===== config.mk =====
export PLATFORM = sky130hd
export DESIGN_NAME = tmu_split
export DESIGN_NICKNAME = d
export VERILOG_FILES = /design/src/hdl/tmu_pkg.sv /design/src/hdl/tmu_split.sv
export SDC_FILE = /design/constraint.sdc
export NUM_CORES = 1
export LEC_CHECK = 0
export ABC_AREA = 1
export BUFFER_PORTS_ARGS = -buffer_cell sky130_fd_sc_hd__buf_2
export CAP_MARGIN = 40
export CELL_PAD_IN_SITES_DETAIL_PLACEMENT = 0
export CELL_PAD_IN_SITES_GLOBAL_PLACEMENT = 1
export CORE_AREA = 4 4 130 132
export CTS_CLUSTER_SIZE = 40
export DETAILED_ROUTE_END_ITERATION = 8
export DIE_AREA = 0 0 134 136
export PLACE_DENSITY = 0.77
export SLEW_MARGIN = 10
export SYNTH_ARGS = -nofsm -noshare
export SYNTH_HDL_FRONTEND = slang
export SYNTH_SLANG_ARGS = --single-unit

===== constraint.sdc =====
create_clock -name sys_clk -period 6.8 [get_ports sys_clk]
set_clock_uncertainty 0.1 [all_clocks]
set_input_delay 1.36 -clock sys_clk [delete_from_list [all_inputs] [get_ports sys_clk]]
set_output_delay 1.36 -clock sys_clk [all_outputs]
set_load 0.005 [all_outputs]

===== src/hdl/tmu_pkg.sv =====
// Fixed memory map: 26-bit byte addresses, 8 KB direct-mapped texel cache, 32-byte bursts, 16-bit texels.
package tmu_pkg;

	localparam int fml_depth = 26; // Memory byte address width.
	localparam int cache_depth = 13; // Log2 of texel cache bytes.
	localparam int line_log2 = 5; // 32-byte burst line.
	localparam int frac_w = 6; // Bilinear fraction.
	localparam int idx_w = cache_depth - line_log2; // Tag store index width.
	localparam int tag_w = fml_depth - cache_depth; // Address bits above the cache.
	localparam int line_cnt = 1 << idx_w; // Lines in the tag store.
	localparam int burst_w = fml_depth - line_log2; // Burst address width.

	// Input point as delivered by the rasterizer.
	typedef struct packed {
		logic [fml_depth-2:0] dadr; // Destination pixel, 16-bit word address.
		logic [10:0] u; // Integer texel column.
		logic [10:0] v; // Integer texel row.
		logic [frac_w-1:0] x_frac;
		logic [frac_w-1:0] y_frac;
	} point_t;

	// Bilinear quad, texels ordered a, b, c, d.
	typedef struct packed {
		logic [fml_depth-2:0] dadr;
		logic [3:0][fml_depth-1:0] tadr; // Byte addresses, index 0 is a.
		logic [frac_w-1:0] x_frac;
		logic [frac_w-1:0] y_frac;
	} quad_t;

	typedef struct packed {
		quad_t quad;
		logic [3:0] miss; // Per texel cache miss.
	} checked_t;

	// Fragment handed to the filter side.
	typedef struct packed {
		logic [fml_depth-2:0] dadr;
		logic [3:0][cache_depth-1:0] tadr; // Cache-local byte addresses.
		logic [frac_w-1:0] x_frac;
		logic [frac_w-1:0] y_frac;
		logic [3:0] miss;
	} frag_t;

	typedef struct packed {
		logic [3:0][burst_w-1:0] tadr; // Burst line addresses.
		logic [3:0] miss; // Only these lines are fetched.
	} fetch_t;

endpackage


===== src/hdl/tmu_split.sv =====
// Fragment and fetch sides move together; a quad never leaves on one side without the other.
`timescale 1ns/1ps

module tmu_split (
	input  logic sys_clk,
	input  logic sys_rst,

	input  logic stb_i,
	output logic ack_o,
	input  tmu_pkg::checked_t checked_i,

	output logic frag_stb_o,
	input  logic frag_ack_i,
	output tmu_pkg::frag_t frag_o,

	output logic fetch_stb_o,
	input  logic fetch_ack_i,
	output tmu_pkg::fetch_t fetch_o,

	output logic has_miss_o, // Current quad needs a fetch.
	output logic busy_o
);

	logic valid;
	logic advance;
	tmu_pkg::checked_t r; // Shared by both views.

	assign advance = frag_ack_i & fetch_ack_i; // Joint acknowledge.
	assign ack_o = ~valid | advance;

	always_ff @(posedge sys_clk) begin
		if (sys_rst) begin
			valid <= 1'b0;
		end else if (ack_o) begin
			valid <= stb_i;
		end
	end

	always_ff @(posedge sys_clk) begin
		if (ack_o) begin
			r <= checked_i;
		end
	end

	assign has_miss_o = |r.miss;

	// Each strobe is offered only when the other side is ready too.
	assign frag_stb_o = valid & fetch_ack_i;
	assign fetch_stb_o = valid & has_miss_o & frag_ack_i; // Hits need no fetch.

	// Low bits index the cache, high bits name the burst.
	always_comb begin
		frag_o.dadr = r.quad.dadr;
		frag_o.x_frac = r.quad.x_frac;
		frag_o.y_frac = r.quad.y_frac;
		frag_o.miss = r.miss;
		fetch_o.miss = r.miss;
		for (int i = 0; i < 4; i++) begin
			frag_o.tadr[i] = r.quad.tadr[i][tmu_pkg::cache_depth-1:0];
			fetch_o.tadr[i] = r.quad.tadr[i][tmu_pkg::fml_depth-1:tmu_pkg::line_log2];
		end
	end

	assign busy_o = valid;

	// Upstream keeps its checked quad steady until this stage takes it.
	a_input_held: assert property (@(posedge sys_clk) disable iff (sys_rst)
		stb_i && !ack_o |=> stb_i && $stable(checked_i));

endmodule


# Word level (Yosys, flattened, before mapping)
# Cells that the tools add are included.
# word_totals
regBits,146
elab_cells,16
# op_classes
reduce_logical,1
n_bitwise,6
# op_table
operator,n
1-bit AND,4
4-bit OR reduction,1
1-bit NOT,1
1-bit OR,1

# Logic depth before layout (Yosys ltp)
# Gate-level depths: netlist of run 1.
# depth
depth_word,3
ltp_mapped,3
ltp_nobuf,3

# Worst setup path before layout of run 1
# No wires, ideal clock.
# synth_path
path_type,input port to output port
startpoint,input port fetch_ack_i
endpoint,output port ack_o
stages,2
arrival_ns,3.174
setup_slack_ns,2.166
n_path_buf,0
cell_sequence,nand2_1 nand2_2
# synth_between
elab_chain_cells,2
# synth_rtl
element,line_no,text
"start, declared",tmu_split.sv:17,"input logic fetch_ack_i,"
1-bit AND,tmu_split.sv:28,assign advance = frag_ack_i & fetch_ack_i;
1-bit OR,tmu_split.sv:29,assign ack_o = ~valid | advance;
"end, declared",tmu_split.sv:9,"output logic ack_o,"
# No other way between the ends.

# Worst setup path in the final report of run 1
# Ends and elaborated chain as after synthesis.

==> impl_metrics.yaml, run 1 <==
final_layout:
  multiInputGateArea_um2: 56.3
  n_fill_cell: 1430
  areaGrowthSynthToFinish_pct: 49.3
  final_cell_area_um2: 7010
  fin_cells: 741
  nNetsFinal: 662
  seqCellArea_um2: 4370
  drive_gt1_share_pct: 69.9
  diodes: 0
  finish.utilization_pct: 44.6
yosys:
  ys_warn_count: 0
  synth.distinct_cells: 9
  syn_area_per_cell_um2: 24.3
  synth.area.top_cells: "edfxtp_1 93%, buf_4 5.8%, dfxtp_1 0.43%"
  syn_area_um2: 4690
  ys_ff_latch: 146
  yosys.area.top_type: "edfxtp_1"
  synth_top_area_share_pct: 92.8
  synthCells: 193
  syn-num-nets: 343
  seq_area_frac_synth_pct: 93.2
worst_hold_path:
  hold_path_class: "reg -> reg"
  whs_path_depth: 1
  hold_end: "fetch_o[13]"
  min_from: "busy_o"
floorplanning:
  initial_core_util_pct: 29.9
  die_y_um: 136
  fp.dieW_um: 134
  ioPinCount: 336
  die-area_um2: 18200
  rows: 46
  core_um2: 15700
drt:
  drt_iter0_markers: 90
  drt.antenna.violating_nets: 0
  viasPerCell: 3.93
  drcViolationCount: 0
  wl_met3_um: 1600
  routed_wl_um: 12000
  wl_met2_um: 5960
  route.layer.met1.wl_um: 4190
  vias: 2914
  highest_layer: "met5"
  first_pass_iters: 4
  wl_per_cell_um: 16.2
critical_path:
  cp_slowest_cell: "nand2_8"
  crit_chain: "buf_2, nand2_1, nand2_8, buf_2"
  crit_type: "in -> out"
  cp_max_fo: 82
  ff2ff_path_depth: 2
  r2r-end: "frag_o[86]"
  arrival_ns: 2.34
  max_stage_delay_ns: 0.44
  reg2reg_from: "busy_o"
  worst_setup_path_start_kind: "input pin"
  worstPathRequired_ns: 5.34
  ff2ff_setup_slack_ns: 4.71
  crit_path_frequent_cell: "buf_2"
  end_kind: "output port"
power_and_ir_drop:
  p_int_w: 0.00177
  ir_drop_uv: 195
  seqPwrFrac_pct: 49.1
  power.switching_w: 0.000451
  total_power_w: 0.00222
  pwr-share-comb_pct: 7.4
  p_per_area_nw_per_um2: 317
  p_leak_nw: 3.15
  clkPwrFrac_pct: 43.5
  p_sw_share_pct: 20.3
sta:
  hold_viol_final: 0
  setup_viol: 0
  slew_headroom_pct: 48.4
  post-route-period-util_pct: 55.9
  fin_tns_setup_ns: 0
  tightest_slew_ns: 0.773
  min_period_ns: 3.80
  drv_slew: 0
  fmax_ghz: 0.263
  rsz0062_at_grt: "false"
placed_design:
  port_buffers: 335
  dp_cells: 709
  postPlaceCellArea_um2: 6390
  hpwlAfterDp_um: 9500
  gp_congestion: 0.762
cts:
  clock_latency_ns: 0.40
  root_buffer: "clkbuf_16"
  clock-sinks: 146
  cts_resized: 0
  cts_max_level: 4
  cts_hold_buffers: 0
  cts_setup_buffers: 0
  cts_buffers: 17
  cts_tree: "built"
  clock_path_buffers: 2
  clkTransAtPathRegs_ns: 0.06
global_route:
  grt_pass1_wl_um: 17200
  antenna_found_initial: 1
  grt_pass1_vias: 3131
  grt_max_degree: 83
  grt_use_total_pct: 12.7
  overflow: 0
status:
  status: "complete, no violations"
run:
  cap_violations: 0
==> cell families (layout without fill, tap and decap cells) <==
logic type | after synthesis | after routing | share of synthesized area (%)
AND/OR/NAND/NOR | 7 | 7 | 0.613
buffers and inverters | 38 | 370 | 5.92
flip-flops | 146 | 146 | 93.2
AO/OA/AOI/OAI | 2 | 2 | 0.293
==> stage by stage <==
step	hold slack (ns)	setup WS (ns)
global placement	1.01	3.03
finish	0.987	3.00
global route	0.983	2.93
floorplan	1.32	2.17
CTS	0.980	3.00
detailed placement	1.04	3.00
==> cell usage after synthesis <==
cell,instances
nand2_2,1
nand2_1,4
inv_1,2
edfxtp_1,145
buf_4,36
a21oi_1,1
dfxtp_1,1
a21oi_2,1
nor2_1,2
==> critical path: cells and delay by family <==
| family | cells | cell delay [ns] |
|---|---|---|
| buffers and inverters | 2 | 0.32 |
| AND/OR/NAND/NOR | 2 | 0.56 |
==> routing by layer <==
metal / GRT usage [%] / vias up
li1: - / 1348
met5: 0 / -
met3: 6.70 / 19
met2: 20.9 / 205
met4: 6.23 / 2
met1: 13.3 / 1340
==> final cells by class <==
cell class / count / share of cell area [%]
Sequential cell: 146 / 62.4
Clock buffer: 19 / 6.18
Clock inverter: 13 / 2.61
Inverter: 2 / 0.107
Tap cell: 216 / 3.86
Multi-Input combinational cell: 9 / 0.803
Timing Repair Buffer: 336 / 24.0
==> layout by cell type, fill, tap and decap left out, types with 3 or more instances in the layout <==
cell	count
buf_2	335
bufinv_16	4
clkbuf_16	17
clkinv_2	3
edfxtp_1	145
inv_6	3
nand2_1	4
==> power by group through the flow <==
stage / clock (W) / sequential [W] / combinational [W]
2_1_floorplan: 0 / 0.00112 / 0.0000413
3_3_place_gp: 0 / 0.00111 / 0.000165
3_5_place_dp: 0 / 0.00111 / 0.000168
4_1_cts: 0.000993 / 0.00109 / 0.000168
5_1_grt: 0.00104 / 0.00110 / 0.000180
6_report: 0.000966 / 0.00109 / 0.000163
==> sequential cells by signal (all words and copies together), names as in the netlist <==
name and cells:
frag_o 57, busy_o 1, fetch_o 88
==> worst max path at each step <==
stage	from	endpoint	cells after the start
after floorplan	fetch_ack_i	ack_o	2
after global placement	fetch_ack_i	ack_o	4
after detailed placement	fetch_ack_i	ack_o	4
after CTS	fetch_ack_i	ack_o	4
after global routing	fetch_ack_i	ack_o	4
final	fetch_ack_i	ack_o	4
Note: power is estimated with default switching activity, not from simulation.
==> inputs of run 2 (changes only) <==
- CORE_AREA: 4 4 130 132 -> 4 4 135 137
- DIE_AREA: 0 0 134 136 -> 0 0 139 141
- PLACE_DENSITY: 0.77 -> 0.75
- clock period: 6.8 -> 3.2 ns (I/O delays scaled with it)
==> run 2 against run 1 <==
  * Cell count grew 1.6%
  * Sequential power grew 110%
  * Sequential cell count is the same
  * Sequential share of layout area grew 0.078 points
  * Utilization shrank 3.6 points
  * Design area shrank 0.13%
  * Register-to-register slack lost 3.1 ns
  * Largest cell class unchanged
  * First-iteration DRC count grew 27%
  * Wire length grew 4.4%
  * Critical path depth is the same
  * Highest routed layer unchanged
  * Clock power grew 94%
  * Die area grew 7.5%
==> impl_metrics.yaml, run 2 (same netlist as run 1, synthesis figures left out) <==
status:
  status: "complete, no violations"
placed_design:
  gp_congestion: 0.835
  hpwlAfterDp_um: 10100
  port_buffers: 335
  dp_cells: 720
worst_hold_path:
  hold_path_class: "in -> reg"
  min_from: "sys_rst"
sta:
  whs_ns: 0.289
  setup_viol: 0
  min_period_ns: 2.12
  rsz0062_at_grt: "false"
  post-route-period-util_pct: 66.1
  hold_viol_final: 0
  fin_tns_setup_ns: 0
  drv_slew: 0
  fmax_ghz: 0.473
  slew_headroom_pct: 74.3
  tightest_slew_ns: 0.386
drt:
  wl_per_cell_um: 16.7
  vias: 2933
  routed_wl_um: 12600
  viasPerCell: 3.90
  drt_iter0_markers: 114
  first_pass_iters: 4
  drcViolationCount: 0
  drt.antenna.violating_nets: 0
global_route:
  grt_pass1_wl_um: 18700
  antenna_found_initial: 2
  grt_max_degree: 58
  grt_use_total_pct: 12.7
  overflow: 0
  grt_pass1_vias: 3239
floorplanning:
  ioPinCount: 336
  fp.dieW_um: 139
  die_y_um: 141
  rows: 48
  core_um2: 17100
  initial_core_util_pct: 27.5
  die-area_um2: 19600
final_layout:
  final_common_cell: "buf_2"
  largest_reg_flops: 88
  areaGrowthSynthToFinish_pct: 49.1
  nNetsFinal: 664
  drive_gt1_share_pct: 70.6
  fin_cells: 753
  final_cell_mix: "335 x buf_2, 145 x edfxtp_1, 17 x clkbuf_16, 6 x inv_6"
  finish.utilization_pct: 41.0
critical_path:
  cp_slowest_cell: "nand2_8"
  reg2reg_from: "busy_o"
  end_kind: "output port"
  cp_max_fo: 39
  max_stage_delay_ns: 0.22
  crit_chain: "buf_2, nand2_1, nand2_8, buf_2"
  cpLargestDelayFamily: "simple AND/OR/NAND/NOR gates"
  startpoint: "fetch_ack_i"
  worstPathRequired_ns: 2.46
  arrival_ns: 1.38
  crit_path_frequent_cell: "buf_2"
  ff2ff_setup_slack_ns: 1.63
  crit_type: "in -> out"
  crit_buf_inv: 2
  worst_setup_path_start_kind: "input pin"
cts:
  cts_hold_buffers: 0
  clkTransAtPathRegs_ns: 0.06
  cts_max_level: 4
  clock_path_buffers: 2
  cts_setup_buffers: 0
  cts_resized: 0
  cts_buffers: 17
  clock_latency_ns: 0.41
  cts_tree: "built"
  clock-sinks: 146
  root_buffer: "clkbuf_16"
power_and_ir_drop:
  p_leak_nw: 3.14
  p_per_area_nw_per_um2: 649
  ir_drop_uv: 342
run:
  cap_violations: 0
-- run 2: power breakdown --
group          leakage (nW)  switching, W  total, W  internal, W
logic                  1.37      0.000173  0.000353     0.000180
registers              1.49     0.0000460   0.00232      0.00227
clock network         0.280      0.000842   0.00187      0.00103
-- run 2: through the flow --
step	area (um^2)	setup slack, ns	power, W
2_1_floorplan	4690	0.00602	0.00247
3_3_place_gp	6430	1.09	0.00271
3_5_place_dp	6430	1.08	0.00272
4_1_cts	7000	1.06	0.00462
5_1_grt	7000	1.02	0.00475
6_report	7000	1.08	0.00454
-- run 2: layout make-up --
| type | instances | area, um^2 |
|---|---|---|
| Antenna cell | 1 | 2.50 |
| Clock buffer | 17 | 425 |
| Clock inverter | 15 | 140 |
| Fill cell | 1616 | 10100 |
| Inverter | 2 | 7.51 |
| Multi-Input combinational cell | 9 | 56.3 |
| Sequential cell | 146 | 4370 |
| Tap cell | 225 | 282 |
| Timing Repair Buffer | 338 | 1710 |
-- run 2: path summary, 6_finish.rpt --
| check | endpoint | depth (start not counted) |
|---|---|---|
| max | ack_o | 4 |
| min | busy_o | 2 |
| max reg2reg | fetch_o[9] | 2 |
| min reg2reg | busy_o | 2 |
-- run 2: routing by layer --
| metal | GRT usage (%) | vias up | part of all wire [%] |
|---|---|---|---|
| met5 | 0 | - | 0.10 |
| met3 | 8.21 | 19 | 14 |
| met1 | 12.0 | 1353 | 32 |
| met4 | 4.69 | 2 | 2.0 |
| li1 | - | 1348 | - |
| met2 | 22.1 | 211 | 51 |
==> inputs of run 3 (changes only) <==
- CORE_AREA: 4 4 135 137 -> 4 4 129 131
- DIE_AREA: 0 0 139 141 -> 0 0 133 135
- PLACE_DENSITY: 0.75 -> 0.78
- clock period: 3.2 -> 2.15 ns (I/O delays scaled with it)
==> run 3 against run 2 <==
  * Register-to-register slack got worse by 0.90 ns
  * Global-route usage increased by 1.0 points
  * Combinational power increased by 51%
  * Cell count decreased by 1.1%
  * Critical path depth decreased by 2
  * Via count increased by 2.4%
  * Clock power increased by 59%
  * Die area decreased by 8.4%
  * Design area increased by 0.57%
  * Critical path type is now reg -> out
  * Critical endpoint unchanged
==> impl_metrics.yaml, run 3 (same netlist as run 1, synthesis figures left out) <==
critical_path:
  cp_slowest_cell: "dfxtp_1"
  worst_setup_path_start_kind: "flop"
  crit_type: "reg -> out"
  arrival_ns: 1.28
  crit_buf_inv: 1
  max_stage_delay_ns: 0.46
  cpLargestDelayFamily: "flip-flops"
  cp_max_fo: 27
  end_kind: "output port"
  worstPathRequired_ns: 1.62
  crit_chain: "nand2_8, buf_2"
sta:
  slew_headroom_pct: 79.3
  hold_viol_final: 0
  setup_viol: 0
  post-route-period-util_pct: 84.4
  tightest_slew_ns: 0.310
  rsz0062_at_grt: "false"
  fin_tns_setup_ns: 0
  drv_slew: 0
  fmax_ghz: 0.551
  whs_ns: 0.0715
  min_period_ns: 1.81
status:
  status: "complete, no violations"
final_layout:
  largest_reg_flops: 88
  final_cell_mix: "335 x buf_2, 145 x edfxtp_1, 17 x clkbuf_16"
  final_common_cell: "buf_2"
  drive_gt1_share_pct: 70.5
  nNetsFinal: 666
  areaGrowthSynthToFinish_pct: 49.9
  n_fill_cell: 1413
  diodes: 0
  fin_cells: 745
drt:
  wl_per_cell_um: 17.1
  first_pass_iters: 4
  drt.antenna.violating_nets: 0
  viasPerCell: 4.03
  vias: 3002
  routed_wl_um: 12700
  drt_iter0_markers: 122
  drcViolationCount: 0
cts:
  cts_resized: 0
  root_buffer: "clkbuf_16"
  clock-sinks: 146
  clock_path_buffers: 2
  cts_tree: "built"
  clkTransAtPathRegs_ns: 0.06
  cts_max_level: 4
  clock_latency_ns: 0.40
  cts_setup_buffers: 0
  cts_hold_buffers: 0
  cts_buffers: 17
global_route:
  grt_pass1_vias: 3196
  grt_pass1_wl_um: 18100
  grt_use_total_pct: 13.7
  overflow: 0
  grt_max_degree: 58
  antenna_found_initial: 1
power_and_ir_drop:
  ir_drop_uv: 529
  total_power_w: 0.00697
  p_sw_share_pct: 21.3
  clkPwrFrac_pct: 42.8
  p_int_w: 0.00548
  power.switching_w: 0.00148
  p_leak_nw: 3.16
  pwr-share-comb_pct: 7.7
  seqPwrFrac_pct: 49.6
  p_per_area_nw_per_um2: 989
placed_design:
  port_buffers: 335
  hpwlAfterDp_um: 10100
  gp_congestion: 0.774
  dp_cells: 713
floorplanning:
  die-area_um2: 18000
  initial_core_util_pct: 30.1
  ioPinCount: 336
  rows: 46
  die_y_um: 135
  fp.dieW_um: 133
  core_um2: 15600
run:
  cap_violations: 0
worst_hold_path:
  hold_path_class: "in -> reg"
run 3: cell types whose count changed in the layout (fill, tap and decap cells not counted), sizes merged:
cell / previous run / this run
diode: 1 / 0
bufinv: 0 / 3
clkinvlp: 1 / 3
inv: 12 / 6
clkinv: 4 / 5
buf: 338 / 340
run 3: layout make-up:
cell class | instances | area [um^2] | share of cell area [%]
tap | 216 | 270 | 3.84
clock buffer | 17 | 425 | 6.04
multi-input combinational | 9 | 56.3 | 0.800
sequential | 146 | 4370 | 62.1
inverter | 2 | 7.51 | 0.107
clock inverter | 15 | 179 | 2.54
timing repair buffer | 340 | 1730 | 24.5
run 3: through the flow:
stage	setup slack [ns]	util (%)	instance area [um^2]
final	0.336	45.1	7040
after global routing	0.211	45.1	7040
after CTS	0.288	45.1	7040
after detailed placement	0.445	41.3	6430
after global placement	0.474	41.3	6430
after floorplan	0.0963	-	4700
run 3: per-layer routing:
metal,up-vias,track usage (%),routed length [um]
met1,1439,14.2,4330
met4,2,4.97,183
met5,-,0,13
met2,191,23.7,6740
met3,17,7.38,1470
li1,1353,-,-
run 3: path summary, 6_finish.rpt:
path	start	endpoint	slack [ns]	cells after the start
max	busy_o	ack_o	0.34	2
min	sys_rst	busy_o	0.07	2
max reg2reg	busy_o	frag_o[55]	0.73	2
min reg2reg	busy_o	busy_o	0.64	2
run 3: worst reg2reg max path: cells and delay by family, from the launching register on:
| kind | cells | cell delay [ns] |
|---|---|---|
| buf+inv | 1 | 0.32 |
| flops | 1 | 0.38 |
| simple gates | 1 | 0.25 |
run 3: power groups by stage:
stage | clock, W | combinational [W] | sequential, W
final | 0.00298 | 0.000534 | 0.00345
after global routing | 0.00322 | 0.000582 | 0.00347
after CTS | 0.00307 | 0.000548 | 0.00346
after detailed placement | 0 | 0.000548 | 0.00351
after global placement | 0 | 0.000541 | 0.00350
after floorplan | 0 | 0.000131 | 0.00354
