$ cat src/hdl/tmu_pkg.sv
// Fixed memory map: 26-bit byte addresses, 8 KB direct-mapped texel cache, 32-byte bursts, 16-bit texels.
package tmu_pkg;

	localparam int fml_depth = 26; // Memory byte address width.
	localparam int cache_depth = 13; // Log2 of texel cache bytes.
	localparam int line_log2 = 5; // 32-byte burst line.
	localparam int frac_w = 6; // Bilinear fraction.
	localparam int idx_w = cache_depth - line_log2; // Tag store index width.
	localparam int tag_w = fml_depth - cache_depth; // Address bits above the cache.
	localparam int line_cnt = 1 << idx_w; // Lines in the tag store.
	localparam int burst_w = fml_depth - line_log2; // Burst address width.

	// Input point as delivered by the rasterizer.
	typedef struct packed {
		logic [fml_depth-2:0] dadr; // Destination pixel, 16-bit word address.
		logic [10:0] u; // Integer texel column.
		logic [10:0] v; // Integer texel row.
		logic [frac_w-1:0] x_frac;
		logic [frac_w-1:0] y_frac;
	} point_t;

	// Bilinear quad, texels ordered a, b, c, d.
	typedef struct packed {
		logic [fml_depth-2:0] dadr;
		logic [3:0][fml_depth-1:0] tadr; // Byte addresses, index 0 is a.
		logic [frac_w-1:0] x_frac;
		logic [frac_w-1:0] y_frac;
	} quad_t;

	typedef struct packed {
		quad_t quad;
		logic [3:0] miss; // Per texel cache miss.
	} checked_t;

	// Fragment handed to the filter side.
	typedef struct packed {
		logic [fml_depth-2:0] dadr;
		logic [3:0][cache_depth-1:0] tadr; // Cache-local byte addresses.
		logic [frac_w-1:0] x_frac;
		logic [frac_w-1:0] y_frac;
		logic [3:0] miss;
	} frag_t;

	typedef struct packed {
		logic [3:0][burst_w-1:0] tadr; // Burst line addresses.
		logic [3:0] miss; // Only these lines are fetched.
	} fetch_t;

endpackage

$ cat src/hdl/tmu_adrgen.sv
// Texture width is 2**hres_log2 texels of 16 bits; u is assumed below the width, no wrap or clamp.
`timescale 1ns/1ps

module tmu_adrgen #(
	parameter int hres_log2 = 9
) (
	input  logic sys_clk,
	input  logic sys_rst,

	input  logic stb_i,
	output logic ack_o,
	input  tmu_pkg::point_t point_i,
	input  logic [tmu_pkg::fml_depth-1:0] tex_base_i, // Texture byte base.

	output logic stb_o,
	input  logic ack_i,
	output tmu_pkg::quad_t quad_o,

	output logic busy_o
);

	localparam int aw = tmu_pkg::fml_depth;

	logic [aw-1:0] texel_idx; // Row-major texel number.
	logic [aw-1:0] row_step; // Bytes per texture row.
	logic [aw-1:0] adr_a;
	logic [aw-1:0] adr_c;
	logic valid;
	tmu_pkg::quad_t quad_r;

	// Top-left texel first, the others follow from fixed offsets.
	assign texel_idx = (aw'(point_i.v) << hres_log2) + aw'(point_i.u);
	assign row_step = aw'(2) << hres_log2;
	assign adr_a = tex_base_i + (texel_idx << 1); // Two bytes per texel.
	assign adr_c = adr_a + row_step; // One row down.

	// Register loads whenever it is empty or drained.
	assign ack_o = ~valid | ack_i;

	always_ff @(posedge sys_clk) begin
		if (sys_rst) begin
			valid <= 1'b0;
		end else if (ack_o) begin
			valid <= stb_i;
		end
	end

	always_ff @(posedge sys_clk) begin
		if (ack_o) begin
			quad_r.dadr <= point_i.dadr;
			quad_r.tadr[0] <= adr_a;
			quad_r.tadr[1] <= adr_a + aw'(2); // Right neighbour.
			quad_r.tadr[2] <= adr_c;
			quad_r.tadr[3] <= adr_c + aw'(2);
			quad_r.x_frac <= point_i.x_frac;
			quad_r.y_frac <= point_i.y_frac;
		end
	end

	assign stb_o = valid;
	assign quad_o = quad_r;
	assign busy_o = valid;

	// Quad must not change under a stalled strobe.
	a_quad_stable: assert property (@(posedge sys_clk) disable iff (sys_rst)
		stb_o && !ack_i |=> $stable(quad_o));

endmodule

$ cat config.mk
export PLATFORM = sky130hd
export DESIGN_NAME = tmu_adrgen
export DESIGN_NICKNAME = d
export VERILOG_FILES = /design/src/hdl/tmu_pkg.sv /design/src/hdl/tmu_adrgen.sv
export SDC_FILE = /design/constraint.sdc
export NUM_CORES = 1
export LEC_CHECK = 0
export BUFFER_PORTS_ARGS = -buffer_cell sky130_fd_sc_hd__clkbuf_2
export CORE_MARGIN = 5
export CORE_UTILIZATION = 45
export CTS_CLUSTER_DIAMETER = 200
export DETAILED_ROUTE_END_ITERATION = 6
export PLACE_DENSITY = 0.76
export SYNTH_ARGS = -nofsm -noshare
export SYNTH_HDL_FRONTEND = slang
export SYNTH_SLANG_ARGS = --single-unit
$ cat constraint.sdc
create_clock -name sys_clk -period 4.75 [get_ports sys_clk]
set_clock_uncertainty 0.15 [all_clocks]
set_input_delay 0.7125 -clock sys_clk [delete_from_list [all_inputs] [get_ports sys_clk]]
set_output_delay 0.7125 -clock sys_clk [all_outputs]
set_load 0.005 [all_outputs]
# After elaboration in Yosys (flattened, before gate mapping)
# Index checks and enable logic that the tools add are counted.
# op_classes
add_sub_neg	5
n_bitwise	2
# op_table
op	n
26-bit by 2-bit adder with 26-bit output (second input constant)	2
26-bit by 11-bit adder with 26-bit output (second input constant)	1
26-bit by 22-bit adder with 26-bit output	1
20-bit by 11-bit adder with 21-bit output	1
1-bit inverter	1
1-bit OR	1
# word_totals
regBits	142
input_bits	89
out_inout_bits	144
elab_cells	15

# Depth between registers and ports, before layout
# Gate-level depths: netlist of the first run.
# logic_depth
word_depth	4
depth_mapped	18

# Least setup slack after synthesis of the first run
# No wires, ideal clock.
# synth_timing
path_kind	input port to flip-flop
from	in point_i[23] (netlist name)
to	reg quad_r (netlist bit quad_o[115]), data pin
setup_time_ns	0.263
arrival_ns	4.614
t_required_ns	4.337
slack_ns	-0.277
cell_stages	17
n_path_buf	1
path_cell_list	ha_1 > fa_1 > a211oi_1 > o31ai_2 > buf_4 > a31oi_1 > xnor2_1 > ha_1 > inv_1 > nor4_1 > o211ai_1 > or4_4 > nor4_4 > nand3_1 > xnor2_1 > nor3_2 > xor2_1
# synth_between
elab_chain_len	4
# synth_rtl
element	line_no	text
start: declaration	tmu_adrgen.sv:12	input tmu_pkg::point_t point_i,
20-bit by 11-bit adder with 21-bit output	tmu_adrgen.sv:32	assign texel_idx = (aw'(point_i.v) << hres_log2) + aw'(point_i.u);
26-bit by 22-bit adder with 26-bit output	tmu_adrgen.sv:34	assign adr_a = tex_base_i + (texel_idx << 1);
via adr_a[11]	tmu_adrgen.sv:26	logic [aw-1:0] adr_a;
26-bit by 11-bit adder with 26-bit output	tmu_adrgen.sv:35	assign adr_c = adr_a + row_step;
26-bit by 2-bit adder with 26-bit output	tmu_adrgen.sv:54	quad_r.tadr[3] <= adr_c + aw'(2);
end: declaration	tmu_adrgen.sv:29	tmu_pkg::quad_t quad_r;
# The timed path passes the listed nets, and every way through them passes these cells.
# A chain may end at the register's enable or synchronous reset.

# Worst setup path after layout of the first run
# layout_timing
from	in point_i[12] (netlist name)
to	reg quad_r (netlist bit quad_o[115]), data pin
# layout_between
elab_chain_len	4
# layout_rtl
element	line_no	text
20-bit by 11-bit adder with 21-bit output	tmu_adrgen.sv:32	
26-bit by 22-bit adder with 26-bit output	tmu_adrgen.sv:34	
26-bit by 11-bit adder with 26-bit output	tmu_adrgen.sv:35	
via adr_c[22]	tmu_adrgen.sv:27	logic [aw-1:0] adr_c;
26-bit by 2-bit adder with 26-bit output	tmu_adrgen.sv:54	
# The timed path passes the listed nets, and every way through them passes these cells.

==> flow_summary.yaml, run 1 <==
die:
  fp.dieArea_sq_um: 16900
  row_count: 43
  initial_core_util_pct: 46.4
  die_w_um: 130
  floorplan.core_area_sq_um: 14000
  die_height_um: 130
  ios: 233
route:
  detailroute.wirelength.met3_um: 1050
  drt_iter0_drc: 361
  wl_per_cell_um: 16.4
  top_layer: "met4"
  drc: 0
  antenna_nets_post_route: 0
  met2RoutedLength_um: 8650
  finalWirelength_um: 16600
  vias: 5097
  wirelength_met1_um: 6640
  first_pass_iteration_count_of_the_detailed_router: 4
  drt-vias-per-instance: 5.04
logic_synthesis:
  post-synth-top-count-cell: "sky130_fd_sc_hd__edfxtp_1"
  synth_cell_types: 68
  post_synth.cell_area_avg_sq_um: 12.4
  post_synth_inst_count: 523
  postSynthNetCount: 641
  netlist.top_cell.by_area: "sky130_fd_sc_hd__edfxtp_1"
  synth_common_cells: "120 x sky130_fd_sc_hd__edfxtp_1, 49 x sky130_fd_sc_hd__xnor2_1, 33 x sky130_fd_sc_hd__nor2_1, 30 x sky130_fd_sc_hd__nand2_1, 27 x sky130_fd_sc_hd__ha_1"
  ys.flop_type: "sky130_fd_sc_hd__edfxtp_1"
  synth-seq-cells: 121
  yosysWarningCount: 0
  area_of_the_mapped_netlist_sq_um: 6490
  synth_edf_count: 120
  synth_sequential_area_ratio_pct: 55.8
  asyncSetResetFlopFracSynth_pct: 0
  netlist.area_leader.share_pct: 55.5
  synth.top_cells.by_area: "sky130_fd_sc_hd__edfxtp_1 56%, sky130_fd_sc_hd__xnor2_1 6.6%, sky130_fd_sc_hd__ha_1 5.2%"
cts:
  cts_buffers: 17
  cts_root_buffer: "sky130_fd_sc_hd__clkbuf_16"
  max-clock-path-buffers: 2
  htree_levels: 4
  clk-insertion-delay-late_ps: 400
  clock-sinks: 121
  tritoncts: "yes"
  clkSlewWorstSetupHoldPaths_ps: 60
final_layout:
  layout.filler_cells: 1113
  num_antenna_cells: 0
  post_layout_instance_count_excluding_filler_cells: 1011
  final_util_pct: 64.1
  fin_nets: 936
  share_of_layout_cells_above_drive_strength_1_pct: 45.1
  areaGrowthSynthToFinish_pct: 38.1
critical_path:
  r2r_end: "quad_o[12]$_DFFE_PP_"
  worst-path-max-fanout: 6
  start_kind: "primary input"
  required_ps: 4750
  worstSetupStartpoint: "point_i[12]"
  arrival_ps: 4630
  worstSetupEndpointType: "flip-flop"
  reg2reg_slack_ps: 3070
  rr_worst_depth: 2
  timing.rr.start: "busy_o$_SDFFE_PP0P_"
  critical_path_class: "primary input to flip-flop"
grt:
  grt_usage_pct: 19.1
  remaining_global_route_overflow: 0
  antenna_found_initial: 0
  vias_in_the_first_global_route: 5057
  grt_first_pass_wirelength_um: 25300
  pin_count_of_the_biggest_net_entering_global_routing: 76
timing:
  timing.setup.tns_ps: 0
  timing.final.hold_violations: 0
  finalCritPeriodShare_pct: 97.4
  period_needed_ps: 4630
  fmax_mhz: 216
  tightestPinTransition_ps: 894
  final_max_slew_viol_count: 0
  finalSetupViolations: 0
  timing.slew.headroom_pct: 40.4
place:
  finalWeightedCongestion: 0.818
  io_port_bufs: 232
  dp.final_hpwl_um: 13000
  placed_cells_incl_taps: 977
outcome:
  run_status: "finished clean"
power_and_ir_drop:
  p_leak_uw: 0.00407
  power_per_cell_area_nw_per_um2: 442
  irDropWorstVdd_mv: 0.207
min_path:
  min_to: "busy_o$_SDFFE_PP0P_"
  min_delay_path_depth: 2
  hp-start: "sys_rst"
  hold_path.class: "primary input to flip-flop"
job:
  timing.max_cap.violations: 0
==> report_power, final <==
group	internal, uW	leakage (uW)	switching [uW]	total (uW)
Sequential	1430	0.00125	76.3	1510
Combinational	522	0.00252	561	1080
Clock	924	0.000300	446	1370
==> sequential cells by signal, indices dropped and copies added, names as in the netlist <==
name / flops
quad_o: 120
busy_o: 1
==> how the worst max path moves through the flow <==
stage                                  endpoint  slack (ps)  cells past startpoint
after global placement    quad_o[115]$_DFFE_PP_         -90                     17
after floorplan           quad_o[115]$_DFFE_PP_         -30                     17
after detailed placement  quad_o[115]$_DFFE_PP_        -190                     17
after CTS                 quad_o[113]$_DFFE_PP_         220                     17
final                     quad_o[115]$_DFFE_PP_         120                     17
after global routing      quad_o[115]$_DFFE_PP_         -80                     17
==> stage by stage <==
stage          total power (uW)  instance area [sq um]  setup WS [ps]  hold WS [ps]
2_1_floorplan              2070                   6530          -28.2           632
3_3_place_gp               2560                   8250          -86.2           717
3_5_place_dp               2590                   8250           -193           725
4_1_cts                    3970                   8880            215           296
5_1_grt                    4150                   8960          -83.0           297
6_report                   3960                   8960            121           312
==> layer usage <==
layer | track usage, % | vias up
met3 | 3.97 | 23
li1 | - | 2516
met5 | 0 | -
met4 | 6.66 | 0
met1 | 23.0 | 2387
met2 | 33.8 | 171
==> cell families (layout without fill, tap and decap cells) <==
kind of cell / after synthesis / after routing / share of synthesized area, %
flip-flops: 121 / 121 / 55.8
XOR/XNOR: 76 / 76 / 10.4
buffers and inverters: 55 / 363 / 4.80
AO/OA/AOI/OAI: 82 / 82 / 8.77
AND/OR/NAND/NOR: 157 / 157 / 13.9
adder cells (fa/ha/maj): 29 / 29 / 5.82
multiplexers: 3 / 3 / 0.482
==> final cells by class <==
type	count	area, sq um	area share [%]
Clock buffer	18	429	4.79
Clock inverter	14	203	2.26
Inverter	25	93.8	1.05
Multi-Input combinational cell	347	2670	29.8
Sequential cell	121	3620	40.4
Tap cell	180	225	2.51
Timing Repair Buffer	306	1720	19.2
==> cells in the final DEF (no fill, tap or decap), types with 3 or more instances in the layout <==
cell type                   instances
sky130_fd_sc_hd__nand4_1            5
sky130_fd_sc_hd__xnor2_2            3
sky130_fd_sc_hd__nor3_2             3
sky130_fd_sc_hd__nor2_1            33
sky130_fd_sc_hd__or3_1              8
sky130_fd_sc_hd__a21oi_1           18
sky130_fd_sc_hd__a21o_1             5
sky130_fd_sc_hd__nor3_1             5
sky130_fd_sc_hd__o21ai_1            4
sky130_fd_sc_hd__nand3_1           20
sky130_fd_sc_hd__and2_1             8
sky130_fd_sc_hd__nand2_1           30
sky130_fd_sc_hd__a31oi_1            4
sky130_fd_sc_hd__clkbuf_16         17
sky130_fd_sc_hd__buf_4             74
sky130_fd_sc_hd__a21oi_2            4
sky130_fd_sc_hd__inv_1             24
sky130_fd_sc_hd__bufinv_16          5
sky130_fd_sc_hd__and3_1            11
sky130_fd_sc_hd__ha_1              25
sky130_fd_sc_hd__o21a_1             3
sky130_fd_sc_hd__nor4_1             3
sky130_fd_sc_hd__clkbuf_2         232
sky130_fd_sc_hd__xnor2_1           46
sky130_fd_sc_hd__clkinv_1           4
sky130_fd_sc_hd__o21ai_0           11
sky130_fd_sc_hd__o211a_1            3
sky130_fd_sc_hd__and4_1             6
sky130_fd_sc_hd__o211ai_1           5
sky130_fd_sc_hd__edfxtp_1         120
sky130_fd_sc_hd__xor2_1            25
==> critical path: stages <==
cell                       delay, ps
sky130_fd_sc_hd__clkbuf_2         90
sky130_fd_sc_hd__ha_1            220
sky130_fd_sc_hd__fa_1            420
sky130_fd_sc_hd__nand3_1         100
sky130_fd_sc_hd__xnor2_1         120
sky130_fd_sc_hd__ha_2            330
sky130_fd_sc_hd__and3_1          210
sky130_fd_sc_hd__and3_1          180
sky130_fd_sc_hd__o211a_1         190
sky130_fd_sc_hd__nor3_4          270
sky130_fd_sc_hd__xor2_2          140
sky130_fd_sc_hd__or4_4           570
sky130_fd_sc_hd__nor4_4          460
sky130_fd_sc_hd__xor2_2          250
sky130_fd_sc_hd__nand3_2         140
sky130_fd_sc_hd__nor3_2          140
sky130_fd_sc_hd__xor2_1           90
==> timing repair <==
item	CTS	global route
gates resized for setup	0	17
hold endpoints to repair	0	0
hold buffers	0	0
setup buffers	0	2
endpoints found under the setup margin	0	4
No activity file was read; power rests on OpenSTA's default activity.
==> run 2, diff against run 1 <==
- ABC_AREA: unset -> 1
- CORE_MARGIN: 5 -> unset
- PLACE_DENSITY: 0.76 -> 0.75
==> run 2 against run 1 <==
Compared with the run above:
- the flow now finishes with violations (DRC)
- hold slack worse by 2.7 ps
- die area down 1.2%
- sequential power down 4%
- worst setup slack better by 370 ps
- routed wire length up 1.9%
- synthesized cell count up 56%
- critical endpoint unchanged
- largest cell class unchanged
- highest routed layer unchanged
==> flow_summary.yaml, run 2 <==
logic_synthesis:
  post-synth-top-count-cell: "sky130_fd_sc_hd__nand2_1"
  netlist.area_leader.share_pct: 49.4
  ys.flop_type: "sky130_fd_sc_hd__edfxtp_1"
  synth.top_cells.by_area: "sky130_fd_sc_hd__edfxtp_1 49%, sky130_fd_sc_hd__nand2_1 11%, sky130_fd_sc_hd__inv_1 6.7%"
  post_synth_inst_count: 817
  area_of_the_mapped_netlist_sq_um: 7290
  postSynthNetCount: 935
  yosysWarningCount: 0
  synth_common_cells: "223 x sky130_fd_sc_hd__nand2_1, 130 x sky130_fd_sc_hd__inv_1, 120 x sky130_fd_sc_hd__edfxtp_1, 61 x sky130_fd_sc_hd__nand3_1, 57 x sky130_fd_sc_hd__nor2_1"
  netlist.top_cell.by_area: "sky130_fd_sc_hd__edfxtp_1"
  post_synth.cell_area_avg_sq_um: 8.93
  synth_cell_types: 33
  synth_sequential_area_ratio_pct: 49.7
  asyncSetResetFlopFracSynth_pct: 0
  synth_edf_count: 120
  synth-seq-cells: 121
min_path:
  hold_path.class: "primary input to flip-flop"
  hp-start: "sys_rst"
final_layout:
  layout_common_cells: "232 x sky130_fd_sc_hd__clkbuf_2, 221 x sky130_fd_sc_hd__nand2_1, 130 x sky130_fd_sc_hd__inv_1, 120 x sky130_fd_sc_hd__edfxtp_1, 61 x sky130_fd_sc_hd__nand3_1"
  multi_input_comb_area_sq_um: 3000
  areaGrowthSynthToFinish_pct: 26.5
  layout.cells.most_common: "sky130_fd_sc_hd__clkbuf_2"
  share_of_layout_cells_above_drive_strength_1_pct: 32.6
  seq_area_sq_um: 3620
  fin_nets: 1171
  largest_register_ffs: 120
  layout.filler_cells: 1425
  num_antenna_cells: 0
power_and_ir_drop:
  power_per_cell_area_nw_per_um2: 394
  total_power_uw: 3630
  irDropWorstVdd_mv: 0.220
  p_leak_uw: 0.00464
critical_path:
  worstSetupEndpointType: "flip-flop"
  arrival_ps: 4280
  worst-path-max-fanout: 6
  worstSetupStartpoint: "point_i[12]"
  path_delay_family: "simple AND/OR/NAND/NOR gates"
  required_ps: 4760
  max_stage_delay_ps: 400
  crit_path_frequent_cell: "sky130_fd_sc_hd__nand2_1"
  critical_path_class: "primary input to flip-flop"
  start_kind: "primary input"
  critical_path_buf_inv_count: 4
  crit_slowest_cell: "sky130_fd_sc_hd__fa_1"
  timing.rr.start: "busy_o$_SDFFE_PP0P_"
timing:
  finalSetupViolations: 0
  timing.setup.tns_ps: 0
  hold-worst-slack_ps: 309
  timing.slew.headroom_pct: 49.9
  period_needed_ps: 4260
  finalCritPeriodShare_pct: 89.8
  timing.final.hold_violations: 0
  tightestPinTransition_ps: 751
  rsz_0062_raised_after_global_routing: "no"
  fmax_mhz: 235
  final_max_slew_viol_count: 0
grt:
  vias_in_the_first_global_route: 5511
  antenna_found_initial: 0
  grt_first_pass_wirelength_um: 26400
  pin_count_of_the_biggest_net_entering_global_routing: 67
  remaining_global_route_overflow: 0
  grt_usage_pct: 20.6
cts:
  cts_buffers: 17
  clk-insertion-delay-late_ps: 400
  clkSlewWorstSetupHoldPaths_ps: 50
  clock-sinks: 121
  tritoncts: "yes"
  cts_root_buffer: "sky130_fd_sc_hd__clkbuf_16"
  htree_levels: 4
  max-clock-path-buffers: 2
  postCtsSetupBuffers: 0
outcome:
  run_status: "complete, but fails checks"
  violations: "DRC"
route:
  drt-vias-per-instance: 4.67
  antenna_nets_post_route: 0
  drc: 2
  finalWirelength_um: 16900
  drt_iter0_drc: 343
  first_pass_iteration_count_of_the_detailed_router: 7
  vias: 5983
  wl_per_cell_um: 13.2
place:
  dp.final_hpwl_um: 13700
  io_port_bufs: 232
  finalWeightedCongestion: 0.890
die:
  die_w_um: 129
  die_height_um: 129
  row_count: 46
  initial_core_util_pct: 46.1
  floorplan.core_area_sq_um: 15800
  fp.dieArea_sq_um: 16700
  ios: 233
job:
  timing.max_cap.violations: 0
==> run 2: cell count changes after synthesis, sizes merged, moves of 8 or more <==
cell / previous run / this run
nand2: 30 / 257
inv: 25 / 137
nand3: 22 / 69
nor2: 33 / 77
xnor2: 49 / 8
nand4: 5 / 20
and3: 12 / 1
o21ai: 16 / 6
or3: 8 / 0
==> run 2: final timing paths <==
check / to / slack (ps) / depth (start not counted)
setup / recovery: quad_o[115]$_DFFE_PP_ / 490 / 29
setup reg to reg: quad_o[88]$_DFFE_PP_ / 2940 / 2
hold / removal: busy_o$_SDFFE_PP0P_ / 310 / 2
hold reg to reg: busy_o$_SDFFE_PP0P_ / 920 / 2
==> run 2: through the flow <==
stage | util [%] | std cells | setup slack [ps] | instance area [sq um]
after global routing | 58.3 | 1282 | 1.78 | 9220
after floorplan | - | 817 | 568 | 7290
after detailed placement | 54.5 | 1250 | 55.6 | 8630
final | 58.3 | 1282 | 487 | 9220
after global placement | 54.5 | 1250 | 70.7 | 8630
after CTS | 58.2 | 1282 | 467 | 9210
==> run 2: worst register-to-register path: stages, from the launching register on <==
cell,delay [ps]
sky130_fd_sc_hd__dfxtp_1,340
sky130_fd_sc_hd__nand2_4,550
sky130_fd_sc_hd__buf_12,420
==> run 2: cells by family (layout without fill, tap and decap cells) <==
group	after synthesis	in the layout	share of synthesized area (%)
and+or+nand+nor	441	441	29.0
buffers and inverters	161	410	9.47
DFF	121	121	49.7
xor gates and xnor gates	39	39	4.79
adders and majority gates	29	29	5.18
AOI/OAI and AO/OA	26	26	1.89
==> run 2: cell type report <==
type / count / area share [%]
Clock inverter: 14 / 1.61
Timing Repair Buffer: 240 / 13.4
Multi-Input combinational cell: 535 / 32.5
Tap cell: 216 / 2.93
Sequential cell: 121 / 39.3
Clock buffer: 18 / 4.65
Inverter: 138 / 5.62
==> run 2: repair_timing <==
action                     in CTS  in global routing
resized for setup               0                  4
hold buffers                    0                  0
setup endpoints to repair       0                  1
==> run 2: power breakdown <==
part           switching, uW  internal [uW]  leakage, uW
registers               59.7           1390      0.00126
logic                    588            351      0.00311
clock network            468            773     0.000273
total                   1120           2520      0.00464
==> run 2: layer usage <==
metal	global-route usage, %	share of wire (%)	up-vias
met3	3.63	5.0	25
met1	25.4	44	2663
li1	-	-	3105
met2	36.0	48	190
met5	0	0	-
met4	8.10	2.2	0
